**config.mk**
```make
export PLATFORM = sky130hd
export DESIGN_NAME = rvfi_top
export DESIGN_NICKNAME = d
export VERILOG_FILES = /design/src/verilog/rvfi_pkg.sv /design/src/verilog/trap_tracker.sv /design/src/verilog/csr_shadow.sv /design/src/verilog/rvfi_retire.sv /design/src/verilog/rvfi_top.sv
export VERILOG_INCLUDE_DIRS = /design/src /design/src/include
export SDC_FILE = /design/constraint.sdc
export NUM_CORES = 1
export LEC_CHECK = 0
export ABC_CLOCK_PERIOD_IN_PS = 3000
export BUFFER_PORTS_ARGS = -buffer_cell sky130_fd_sc_hd__buf_4
export CAP_MARGIN = 40
export CORE_AREA = 2 2 98 100
export DETAILED_ROUTE_END_ITERATION = 8
export DIE_AREA = 0 0 100 102
export GPL_TIMING_DRIVEN = 0
export PLACE_DENSITY = 0.71
export SYNTH_ARGS = -nofsm -noshare
export SYNTH_HDL_FRONTEND = slang
export SYNTH_HIERARCHICAL = 1
export SYNTH_SLANG_ARGS = --single-unit
```
**constraint.sdc**
```tcl
create_clock -name clk_i -period 3 [get_ports clk_i]
set_clock_uncertainty 0.2 [all_clocks]
set_input_delay 0.9 -clock clk_i [delete_from_list [all_inputs] [get_ports clk_i]]
set_output_delay 0.9 -clock clk_i [all_outputs]
set_load 0.01 [all_outputs]
```
**src/include/rvfi_params.svh**
```systemverilog
/*
 * Retirement trace port widths and constants
 * Shared by the package, the RTL blocks and the trace checker
 */

`ifndef RVFI_PARAMS_SVH
`define RVFI_PARAMS_SVH

// Program counter width of the traced core
`define RVFI_PC_W 32

// Exception and interrupt code width, the low bits of mcause
`define RVFI_CAUSE_W 6

// Interrupt flag position in mcause, the top bit of an RV32 CSR
`define RVFI_MCAUSE_IRQ_BIT 31

// Width of the count of debug entries that are not yet reported
// Three unreported entries are more than the core can produce between
// two retirements, so the count saturates well before that matters
`define RVFI_ACK_CNT_W 2

`endif

```
**src/verilog/rvfi_pkg.sv**
```systemverilog
/*
 * Trace port types
 * Vector types for the fields of a trace record, the dcsr.cause
 * codes and the debug mode state of the trap tracker
 */

`include "rvfi_params.svh"

package rvfi_pkg;

  ////////////////////////////////////////
  // Record fields
  ////////////////////////////////////////

  // Address of a retired instruction
  typedef logic [`RVFI_PC_W-1:0] pc_t;

  // Exception or interrupt code as it lands in mcause
  typedef logic [`RVFI_CAUSE_W-1:0] cause_t;

  // Debug entry cause, same code points as dcsr.cause
  typedef logic [2:0] dbg_cause_t;

  // Full CSR read value
  typedef logic [31:0] csr_word_t;

  // Debug causes used by this port, zero means no debug entry
  localparam dbg_cause_t DBG_CAUSE_EBREAK = 3'd1;
  localparam dbg_cause_t DBG_CAUSE_HALT   = 3'd3;
  localparam dbg_cause_t DBG_CAUSE_STEP   = 3'd4;

  ////////////////////////////////////////
  // Debug mode
  ////////////////////////////////////////

  // Core is running normal code or is halted in debug mode
  typedef enum logic {
    DBG_RUN,
    DBG_HALTED
  } dbg_mode_e;

endpackage

```
**src/verilog/trap_tracker.sv**
```systemverilog
/*
 * Trap tracker
 * Collects interrupt, exception and debug entry events into the pending
 * record of the next retirement, runs the debug mode FSM including the
 * forced entry after a single step, and flags the retiring instruction
 */

`include "rvfi_params.svh"

module trap_tracker (
  input  logic                 clk_i,
  input  logic                 rst_ni,
  input  logic                 retire_i,
  input  logic                 exc_i,
  input  rvfi_pkg::cause_t     exc_cause_i,
  input  logic                 irq_ack_i,
  input  logic                 dbg_ack_i,
  input  rvfi_pkg::dbg_cause_t dbg_cause_i,
  input  logic                 dret_i,
  input  logic                 step_i,
  output logic                 pend_intr_o,
  output rvfi_pkg::dbg_cause_t pend_dbg_cause_o,
  output logic                 trap_exc_o,
  output logic                 trap_dbg_o,
  output rvfi_pkg::cause_t     trap_cause_o,
  output rvfi_pkg::dbg_cause_t trap_dbg_cause_o,
  output logic                 dbg_mode_o,
  output logic                 step_entry_o
);

  rvfi_pkg::dbg_mode_e        state_q;
  rvfi_pkg::dbg_mode_e        state_d;
  logic                       step_entry;
  logic                       exc_run;
  logic                       pend_intr_q;
  logic [`RVFI_ACK_CNT_W-1:0] dbg_cnt_q;
  rvfi_pkg::dbg_cause_t       dbg_cause_q;

  // A stepped instruction outside debug mode forces debug entry
  assign step_entry = retire_i && step_i && (state_q == rvfi_pkg::DBG_RUN);
  // Exceptions taken in debug mode do not enter a handler
  assign exc_run    = retire_i && exc_i && (state_q == rvfi_pkg::DBG_RUN);

  ////////////////////////////////////////
  // Debug mode FSM
  ////////////////////////////////////////

  always_comb begin
    state_d = state_q;
    case (state_q)
      rvfi_pkg::DBG_RUN: begin
        // Entry by acknowledge or by the step that just retired
        if (dbg_ack_i || step_entry) begin
          state_d = rvfi_pkg::DBG_HALTED;
        end
      end
      rvfi_pkg::DBG_HALTED: begin
        if (dret_i) begin
          state_d = rvfi_pkg::DBG_RUN;
        end
      end
      default: state_d = rvfi_pkg::DBG_RUN;
    endcase
  end

  always_ff @(posedge clk_i or negedge rst_ni) begin
    if (!rst_ni) begin
      state_q <= rvfi_pkg::DBG_RUN;
    end else begin
      state_q <= state_d;
    end
  end

  ////////////////////////////////////////
  // Pending record
  ////////////////////////////////////////

  // A retirement consumes the record, and an exception on it opens a new one
  always_ff @(posedge clk_i or negedge rst_ni) begin
    if (!rst_ni) begin
      pend_intr_q <= 1'b0;
      dbg_cnt_q   <= '0;
    end else begin
      if (irq_ack_i || exc_run) begin
        pend_intr_q <= 1'b1;
      end else if (retire_i) begin
        pend_intr_q <= 1'b0;
      end
      // Count of debug entries since the last retirement, saturating
      if (step_entry) begin
        dbg_cnt_q <= `RVFI_ACK_CNT_W'(1);
      end else if (dbg_ack_i) begin
        if (dbg_cnt_q != '1) begin
          dbg_cnt_q <= dbg_cnt_q + 1'b1;
        end
      end else if (retire_i) begin
        dbg_cnt_q <= '0;
      end
    end
  end

  // Latest entry cause, only meaningful while the count is nonzero
  always_ff @(posedge clk_i) begin
    if (step_entry) begin
      dbg_cause_q <= rvfi_pkg::DBG_CAUSE_STEP;
    end else if (dbg_ack_i) begin
      dbg_cause_q <= dbg_cause_i;
    end
  end

  assign pend_intr_o      = pend_intr_q;
  assign pend_dbg_cause_o = (dbg_cnt_q != '0) ? dbg_cause_q : '0;

  // Trap flags of the instruction retiring in this cycle
  assign trap_exc_o       = retire_i && exc_i;
  assign trap_cause_o     = (retire_i && exc_i) ? exc_cause_i : '0;
  assign trap_dbg_o       = step_entry;
  assign trap_dbg_cause_o = step_entry ? rvfi_pkg::DBG_CAUSE_STEP : '0;
  assign step_entry_o     = step_entry;
  assign dbg_mode_o       = (state_q == rvfi_pkg::DBG_HALTED);

endmodule

```
**src/verilog/csr_shadow.sv**
```systemverilog
/*
 * CSR shadow
 * Keeps copies of mcause and dcsr as trap and debug entry update them,
 * so each trace record carries the CSR state after its own event
 */

`include "rvfi_params.svh"

module csr_shadow (
  input  logic                 clk_i,
  input  logic                 rst_ni,
  input  logic                 retire_i,
  input  logic                 exc_i,
  input  rvfi_pkg::cause_t     exc_cause_i,
  input  logic                 irq_ack_i,
  input  rvfi_pkg::cause_t     irq_id_i,
  input  logic                 dbg_ack_i,
  input  rvfi_pkg::dbg_cause_t dbg_cause_i,
  input  logic                 step_entry_i,
  input  logic                 dbg_mode_i,
  input  logic                 step_i,
  output rvfi_pkg::csr_word_t  mcause_o,
  output rvfi_pkg::csr_word_t  dcsr_o
);

  rvfi_pkg::csr_word_t  mcause_q;
  rvfi_pkg::csr_word_t  irq_word;
  rvfi_pkg::csr_word_t  exc_word;
  logic                 exc_wr;
  rvfi_pkg::dbg_cause_t dcsr_cause_q;
  logic                 dcsr_step_q;

  ////////////////////////////////////////
  // mcause
  ////////////////////////////////////////

  // Interrupt value has the top flag set and the id in the code field
  always_comb begin
    irq_word = '0;
    irq_word[`RVFI_MCAUSE_IRQ_BIT] = 1'b1;
    irq_word[`RVFI_CAUSE_W-1:0] = irq_id_i;
  end

  // Exception value is the plain code with the flag clear
  assign exc_word = rvfi_pkg::csr_word_t'(exc_cause_i);
  // In debug mode an exception does not trap to a handler
  assign exc_wr   = retire_i && exc_i && !dbg_mode_i;

  always_ff @(posedge clk_i or negedge rst_ni) begin
    if (!rst_ni) begin
      mcause_q <= '0;
    end else if (irq_ack_i) begin
      mcause_q <= irq_word;
    end else if (exc_wr) begin
      mcause_q <= exc_word;
    end
  end

  ////////////////////////////////////////
  // dcsr
  ////////////////////////////////////////

  // cause is written on each debug entry, step follows the debugger
  always_ff @(posedge clk_i or negedge rst_ni) begin
    if (!rst_ni) begin
      dcsr_cause_q <= '0;
      dcsr_step_q  <= 1'b0;
    end else begin
      if (step_entry_i) begin
        dcsr_cause_q <= rvfi_pkg::DBG_CAUSE_STEP;
      end else if (dbg_ack_i) begin
        dcsr_cause_q <= dbg_cause_i;
      end
      dcsr_step_q <= step_i;
    end
  end

  assign mcause_o = mcause_q;
  // Bits 8:6 cause, bit 3 nmip (never set here), bit 2 step
  assign dcsr_o   = {23'b0, dcsr_cause_q, 3'b0, dcsr_step_q, 2'b0};

endmodule

```
**src/verilog/rvfi_retire.sv**
```systemverilog
/*
 * Retirement record stage
 * Registers each retired instruction with its pending trap annotations
 * and presents one trace record per retirement, one cycle later
 */

module rvfi_retire (
  input  logic                 clk_i,
  input  logic                 rst_ni,
  input  logic                 retire_i,
  input  rvfi_pkg::pc_t        retire_pc_i,
  input  logic                 pend_intr_i,
  input  rvfi_pkg::dbg_cause_t pend_dbg_cause_i,
  input  logic                 trap_exc_i,
  input  logic                 trap_dbg_i,
  input  rvfi_pkg::cause_t     trap_cause_i,
  input  rvfi_pkg::dbg_cause_t trap_dbg_cause_i,
  input  rvfi_pkg::csr_word_t  mcause_i,
  input  rvfi_pkg::csr_word_t  dcsr_i,
  output logic                 rvfi_valid_o,
  output rvfi_pkg::pc_t        rvfi_pc_o,
  output logic                 rvfi_intr_o,
  output logic                 rvfi_trap_exc_o,
  output logic                 rvfi_trap_dbg_o,
  output rvfi_pkg::cause_t     rvfi_trap_cause_o,
  output rvfi_pkg::dbg_cause_t rvfi_trap_dbg_cause_o,
  output rvfi_pkg::dbg_cause_t rvfi_dbg_o,
  output rvfi_pkg::csr_word_t  rvfi_mcause_o,
  output rvfi_pkg::csr_word_t  rvfi_dcsr_o
);

  ////////////////////////////////////////
  // Record register
  ////////////////////////////////////////

  // Strobe lasts one cycle per retirement, with no stall path
  always_ff @(posedge clk_i or negedge rst_ni) begin
    if (!rst_ni) begin
      rvfi_valid_o          <= 1'b0;
      rvfi_intr_o           <= 1'b0;
      rvfi_dbg_o            <= '0;
      rvfi_trap_exc_o       <= 1'b0;
      rvfi_trap_dbg_o       <= 1'b0;
      rvfi_trap_cause_o     <= '0;
      rvfi_trap_dbg_cause_o <= '0;
    end else begin
      rvfi_valid_o <= retire_i;
      // Flags hold between records and change only on a retirement
      if (retire_i) begin
        rvfi_intr_o           <= pend_intr_i;
        rvfi_dbg_o            <= pend_dbg_cause_i;
        rvfi_trap_exc_o       <= trap_exc_i;
        rvfi_trap_dbg_o       <= trap_dbg_i;
        rvfi_trap_cause_o     <= trap_cause_i;
        rvfi_trap_dbg_cause_o <= trap_dbg_cause_i;
      end
    end
  end

  // Address of the retired instruction
  always_ff @(posedge clk_i) begin
    if (retire_i) begin
      rvfi_pc_o <= retire_pc_i;
    end
  end

  ////////////////////////////////////////
  // CSR fields
  ////////////////////////////////////////

  // The shadows commit on the same edge as the record, so reading them in
  // the strobe cycle gives the values after this retirement's update
  assign rvfi_mcause_o = mcause_i;
  assign rvfi_dcsr_o   = dcsr_i;

endmodule

```
**src/verilog/rvfi_top.sv**
```systemverilog
/*
 * Retirement trace port
 * Turns core retire, trap and debug events into one annotated trace
 * record per retired instruction, with mcause and dcsr shadows
 */

module rvfi_top (
  input  logic                 clk_i,
  input  logic                 rst_ni,
  // Core side
  input  logic                 retire_i,
  input  rvfi_pkg::pc_t        retire_pc_i,
  input  logic                 exc_i,
  input  rvfi_pkg::cause_t     exc_cause_i,
  input  logic                 irq_ack_i,
  input  rvfi_pkg::cause_t     irq_id_i,
  input  logic                 dbg_ack_i,
  input  rvfi_pkg::dbg_cause_t dbg_cause_i,
  input  logic                 dret_i,
  input  logic                 step_i,
  // Trace side
  output logic                 rvfi_valid_o,
  output rvfi_pkg::pc_t        rvfi_pc_o,
  output logic                 rvfi_intr_o,
  output logic                 rvfi_trap_exc_o,
  output logic                 rvfi_trap_dbg_o,
  output rvfi_pkg::cause_t     rvfi_trap_cause_o,
  output rvfi_pkg::dbg_cause_t rvfi_trap_dbg_cause_o,
  output rvfi_pkg::dbg_cause_t rvfi_dbg_o,
  output rvfi_pkg::csr_word_t  rvfi_mcause_o,
  output rvfi_pkg::csr_word_t  rvfi_dcsr_o
);

  // Pending record and trap flags from the tracker
  logic                 pend_intr;
  rvfi_pkg::dbg_cause_t pend_dbg_cause;
  logic                 trap_exc;
  logic                 trap_dbg;
  rvfi_pkg::cause_t     trap_cause;
  rvfi_pkg::dbg_cause_t trap_dbg_cause;
  logic                 dbg_mode;
  logic                 step_entry;
  // Shadow CSR values
  rvfi_pkg::csr_word_t  mcause;
  rvfi_pkg::csr_word_t  dcsr;

  trap_tracker u_trap_tracker (
    .clk_i, .rst_ni, .retire_i, .exc_i, .exc_cause_i, .irq_ack_i,
    .dbg_ack_i, .dbg_cause_i, .dret_i, .step_i,
    .pend_intr_o      (pend_intr),
    .pend_dbg_cause_o (pend_dbg_cause),
    .trap_exc_o       (trap_exc),
    .trap_dbg_o       (trap_dbg),
    .trap_cause_o     (trap_cause),
    .trap_dbg_cause_o (trap_dbg_cause),
    .dbg_mode_o       (dbg_mode),
    .step_entry_o     (step_entry)
  );

  csr_shadow u_csr_shadow (
    .clk_i, .rst_ni, .retire_i, .exc_i, .exc_cause_i, .irq_ack_i,
    .irq_id_i, .dbg_ack_i, .dbg_cause_i, .step_i,
    .step_entry_i (step_entry),
    .dbg_mode_i   (dbg_mode),
    .mcause_o     (mcause),
    .dcsr_o       (dcsr)
  );

  rvfi_retire u_rvfi_retire (
    .clk_i, .rst_ni, .retire_i, .retire_pc_i,
    .pend_intr_i      (pend_intr),
    .pend_dbg_cause_i (pend_dbg_cause),
    .trap_exc_i       (trap_exc),
    .trap_dbg_i       (trap_dbg),
    .trap_cause_i     (trap_cause),
    .trap_dbg_cause_i (trap_dbg_cause),
    .mcause_i         (mcause),
    .dcsr_i           (dcsr),
    .rvfi_valid_o, .rvfi_pc_o, .rvfi_intr_o, .rvfi_trap_exc_o,
    .rvfi_trap_dbg_o, .rvfi_trap_cause_o, .rvfi_trap_dbg_cause_o,
    .rvfi_dbg_o, .rvfi_mcause_o, .rvfi_dcsr_o
  );

endmodule

```
* Word-level counts from Yosys, hierarchy flattened *
Cells that the tools add are included.

storage, ports and cells
  flip-flop bits (word level) = 91
  bits of input ports = 55
  output and inout port bits = 112
  logic and storage cells = 49

operators by class
  $add $sub $neg = 1
  eq/ne operators = 2
  multiplexer cells = 16
  bitwise operators = 1
  reductions and logical operators = 14

operator list
  kind                   count
  $mux W32               2
  $mux W3                4
  $mux W2                4
  $reduce_bool A2 Y1     4
  $mux W6                1
  $logic_and A1 B1 Y1    5
  $mux W1                4
  $ne A3 B1 Y1 const B   1
  $reduce_bool A3 Y1     1
  $add A2 B1 Y2 const B  1
  $logic_or A1 B1 Y1     2
  $ne A2 B2 Y1 const B   1
  $pmux W1 S2            1
  $reduce_and A2 Y1      1
  $logic_not A1 Y1       1
  $not A1 Y1             1

* Logic depth before layout (Yosys ltp) *
  depth after elaboration = 5
  mapped depth = 4
  gate-level depth less buffers = 4

* Cells and area by module *
Netlist, hierarchy kept.

modules (own cells, without submodules)
  module        instances  cells an instance  area each (sq um)  sequential area each (sq um)
  rvfi_retire   1          129                2079.5             1361.3
  csr_shadow    1          89                 963.4              275.3
  trap_tracker  1          47                 429.2              160.2

* Least setup slack after synthesis *
OpenSTA, ideal clock, no wires.

  path type = in2reg
  start = input irq_ack_i
  end = register u_csr_shadow.mcause_q[0], in the netlist u_csr_shadow/mcause_o[0]
  setup time = 0.125 ns
  data arrival time = 1.586 ns
  data required time = 2.675 ns
  setup slack = 1.089 ns
  cell stages on the path = 4
  buffers on the path = 2
  path through = buf_6 > nor2b_1 > buf_6 > mux2_4

between the ends
  longest elaborated chain between the ends = 1
  elaborated cells between the ends (all ways) = 2
  those cells by class = mux: 1; reduce/logical: 1

ends and longest elaborated chain
  item                                            RTL line          RTL
  start, declared                                 rvfi_top.sv:15    input logic irq_ack_i,
  $mux W32 or $reduce_bool A2 Y1 (tied branches)  -
  end signal, assigned                            csr_shadow.sv:53  mcause_q <= irq_word;
  end signal, assigned                            csr_shadow.sv:55  mcause_q <= exc_word;
  end, declared                                   csr_shadow.sv:26  rvfi_pkg::csr_word_t mcause_q;

Several ways; a longest one is shown, not always the timed one.
A chain may end at the register's enable or synchronous reset.

* Worst setup path in the final report *
  start = register u_csr_shadow.dcsr_step_q
  end = output rvfi_dcsr_o[2]

RTL lines
  item                    RTL line          RTL
  start, declared         csr_shadow.sv:31  logic dcsr_step_q;
  start signal, assigned  csr_shadow.sv:74  dcsr_step_q <= step_i;
  end, declared           rvfi_top.sv:31    output rvfi_pkg::csr_word_t rvfi_dcsr_o

No word-level cell between the ends.

==> results.sh <==
export IMPL_n_antenna_cell=0
export IMPL_crit_chain="buf_4, buf_4, buf_4"
export IMPL_register_area_um2=1800
export IMPL_syn_area_um2=3470
export IMPL_fillers=790
export IMPL_fp_coreArea_um2=9110
export IMPL_worst_r2r_path_depth=4
export IMPL_synthFlopType="edfxtp_1"
export IMPL_multi_input_area_um2=878
export IMPL_via_per_inst=3.93
export IMPL_slew_headroom=0.630
export IMPL_vias=2191
export IMPL_synth_seq_cells=66
export IMPL_clockPowerShare=0.297
export IMPL_end_kind="primary output"
export IMPL_cts_buffer_depth=2
export IMPL_ys_top_cells_by_area="edfxtp_1 (28%), buf_4 (27%), dfrtp_1 (22%)"
export IMPL_async_reset_ff_frac=0.470
export IMPL_critical_path_class="flop to primary output"
export IMPL_p_leak_nw=2.61
export IMPL_ios=167
export IMPL_avgSynthCellArea_um2=13.1
export IMPL_crit_path_max_fanout=1
export IMPL_fin_setup_tns_ns=0
export IMPL_gr_usage_all_layers=0.125
export IMPL_first_iter_violations=93
export IMPL_powerDensity_nw_per_um2=504
export IMPL_peakVddDrop_v=0.000240
export IMPL_crit_family="buffers and inverters"
export IMPL_cpPeakStageDelay_ns=0.36
export IMPL_internal_power_w=0.00181
export IMPL_cts_hold_buffers=0
export IMPL_wl_per_cell_um=12.1
export IMPL_antenna_found_initial=0
export IMPL_hold_violations=0
export IMPL_htree_levels=3
export IMPL_cts_sinks=66
export IMPL_rows=35
export IMPL_worst_path_stages=3
export IMPL_syn_to_final_growth_pct=39.7
export IMPL_grtUsageMet1=0.141
export IMPL_r2r_end="u_csr_shadow/mcause_o[1]"
export IMPL_cap_violations=0
export IMPL_postCtsSetupRepairBufs=0
export IMPL_grt_pass1_wl_um=9880
export IMPL_synthDominantCellAreaShare=0.277
export IMPL_path_buf_inv=3
export IMPL_yosysMostFrequentCell="buf_4"
export IMPL_r2r_start="u_trap_tracker/dbg_mode_o"
export IMPL_die_w_um=100
export IMPL_routabilityCongestion=0.780
export IMPL_die_height_um=102
export IMPL_synth_cell_types=27
export IMPL_post_route_cells_drive_above_1_share=0.649
export IMPL_pwr_share_seq=0.454
export IMPL_use_met3=0.0417
export IMPL_clock_latency_ns=0.34
export IMPL_fmax_mhz=463
export IMPL_start_util=0.381
export IMPL_pwr_share_comb=0.249
export IMPL_dp_hpwl_um=5170
export IMPL_seq_area_frac_synth=0.517
export IMPL_cts_tree="built"
export IMPL_worstHoldPathType="input pin to async pin"
export IMPL_setup_viol=0
export IMPL_port_buffer_count=113
export IMPL_clk_pin_slew_worst_paths_ns=0.07
export IMPL_fin_crit_sh=0.720
export IMPL_finalPower_w=0.00245
export IMPL_drcViolationCount=0
export IMPL_yosys_top_cells_count="buf_4 (123), edfxtp_1 (32), dfrtp_1 (31), mux2_4 (22)"
export IMPL_wl_um=6780
export IMPL_layout_nets=499
export IMPL_worstMarginPinSlew_ns=0.555
export IMPL_yosysTopAreaCell="edfxtp_1"
export IMPL_cts_root_buf="clkbuf_8"
export IMPL_grt_pass1_vias=2048
export IMPL_synth_edf_count=32
export IMPL_slew_violations=0
export IMPL_numCtsBuffers=9
export IMPL_rsz0062_at_grt="false"
export IMPL_netlist_instances=265
export IMPL_layout_min_cycle_time_ns=2.16
export IMPL_first_pass_iters=4
export IMPL_busiest_layer="met2"
export IMPL_critPathLaunchType="flop"
export IMPL_grt_use_met2=0.217
export IMPL_die_area_um2=10200
export IMPL_post_cts_resized=0
export IMPL_final_util=0.532
export IMPL_switching_share=0.260
export IMPL_slowest_stage="dfrtp_1"
export IMPL_run_status="completed"
export IMPL_p_sw_w=0.000635
export IMPL_arrival_ns=1.06
export IMPL_r2r_slack_ns=1.48
export IMPL_grt_overflow=0
export IMPL_grt_max_degree=46
export IMPL_drtAntennaViolNets=0
export IMPL_cp_required_ns=1.90
export IMPL_yosysWarnings=6
export IMPL_cp_common_cell="buf_4"
==> stage by stage <==
stage	std cells	cell area, um2	hold WS, ns	worst slack [ns]
floorplan	318	3670	0.233	1.09
detailed placement	542	4660	0.255	0.591
finish	558	4850	0.280	0.839
global placement	542	4660	0.249	0.619
global route	558	4850	0.304	0.795
CTS	558	4850	0.282	0.823
==> flip-flops by register name, indices dropped and copies added, names as in the netlist, 2 cells and up <==
| register | flops |
|---|---|
| u_rvfi_retire/rvfi_pc_o | 32 |
| u_rvfi_retire/rvfi_trap_cause_o | 6 |
| u_csr_shadow/mcause_o | 7 |
| u_rvfi_retire/rvfi_trap_dbg_cause_o | 3 |
| u_csr_shadow/dcsr_cause_q | 3 |
| u_trap_tracker/dbg_cause_q | 3 |
| u_trap_tracker/dbg_cnt_q | 2 |
| u_rvfi_retire/rvfi_dbg_o | 3 |
==> worst max-delay path by stage <==
stage	startpoint	to	slack [ns]
after floorplan	irq_ack_i	u_csr_shadow/mcause_o[0]	1.09
after global placement	retire_i	u_csr_shadow/mcause_o[0]	0.62
after detailed placement	retire_i	u_csr_shadow/mcause_o[0]	0.59
after CTS	u_csr_shadow/dcsr_step_q	rvfi_dcsr_o[2]	0.82
after global routing	u_csr_shadow/dcsr_step_q	rvfi_dcsr_o[2]	0.80
final	u_csr_shadow/dcsr_step_q	rvfi_dcsr_o[2]	0.84
==> cells by family after synthesis <==
family / Yosys count / synth area share
other cells: 2 / 0.00216
buf+inv: 132 / 0.287
simple gates: 21 / 0.0400
fa+ha+maj: 2 / 0.00721
compound gates: 8 / 0.0151
mux: 33 / 0.129
xor+xnor: 1 / 0.00252
flops: 66 / 0.517
==> routing by layer <==
layer  up-vias  share of wire
met5         -              0
met1      1013           0.38
met2       104           0.51
met4         0          0.022
li1       1061              -
met3        13          0.084
==> cell usage in the layout, fill, tap and decap left out, types with 2 or more instances in the layout <==
cell type | netlist | routed
and3_2 | 6 | 6
nand2_1 | 3 | 3
dfxtp_1 | 3 | 3
mux2_4 | 22 | 22
inv_1 | 4 | 4
a21oi_1 | 3 | 3
clkinv_1 | 0 | 2
nor2_1 | 4 | 4
buf_6 | 3 | 3
nor2b_1 | 5 | 5
mux2_2 | 5 | 5
clkbuf_8 | 0 | 9
buf_4 | 123 | 236
dfrtp_1 | 31 | 31
mux2i_1 | 6 | 6
inv_6 | 0 | 2
conb_1 | 2 | 55
edfxtp_1 | 32 | 32
ha_1 | 2 | 2
==> power groups by stage <==
stage               combinational [W]  clock [W]  sequential, W
finish                       0.000609   0.000727        0.00111
global route                 0.000657   0.000785        0.00112
CTS                          0.000610   0.000745        0.00111
detailed placement           0.000608          0        0.00113
global placement             0.000596          0        0.00112
floorplan                    0.000340          0        0.00115
==> layout make-up <==
cell class                 count  area share
multi-input combinational    120       0.181
clock inverter                 7      0.0139
clock buffer                   9      0.0255
buffer                       127       0.201
timing repair buffer         113       0.175
sequential                    66       0.370
inverter                       5     0.00387
tap                          111      0.0286
Note: power is estimated with default switching activity, not from simulation.
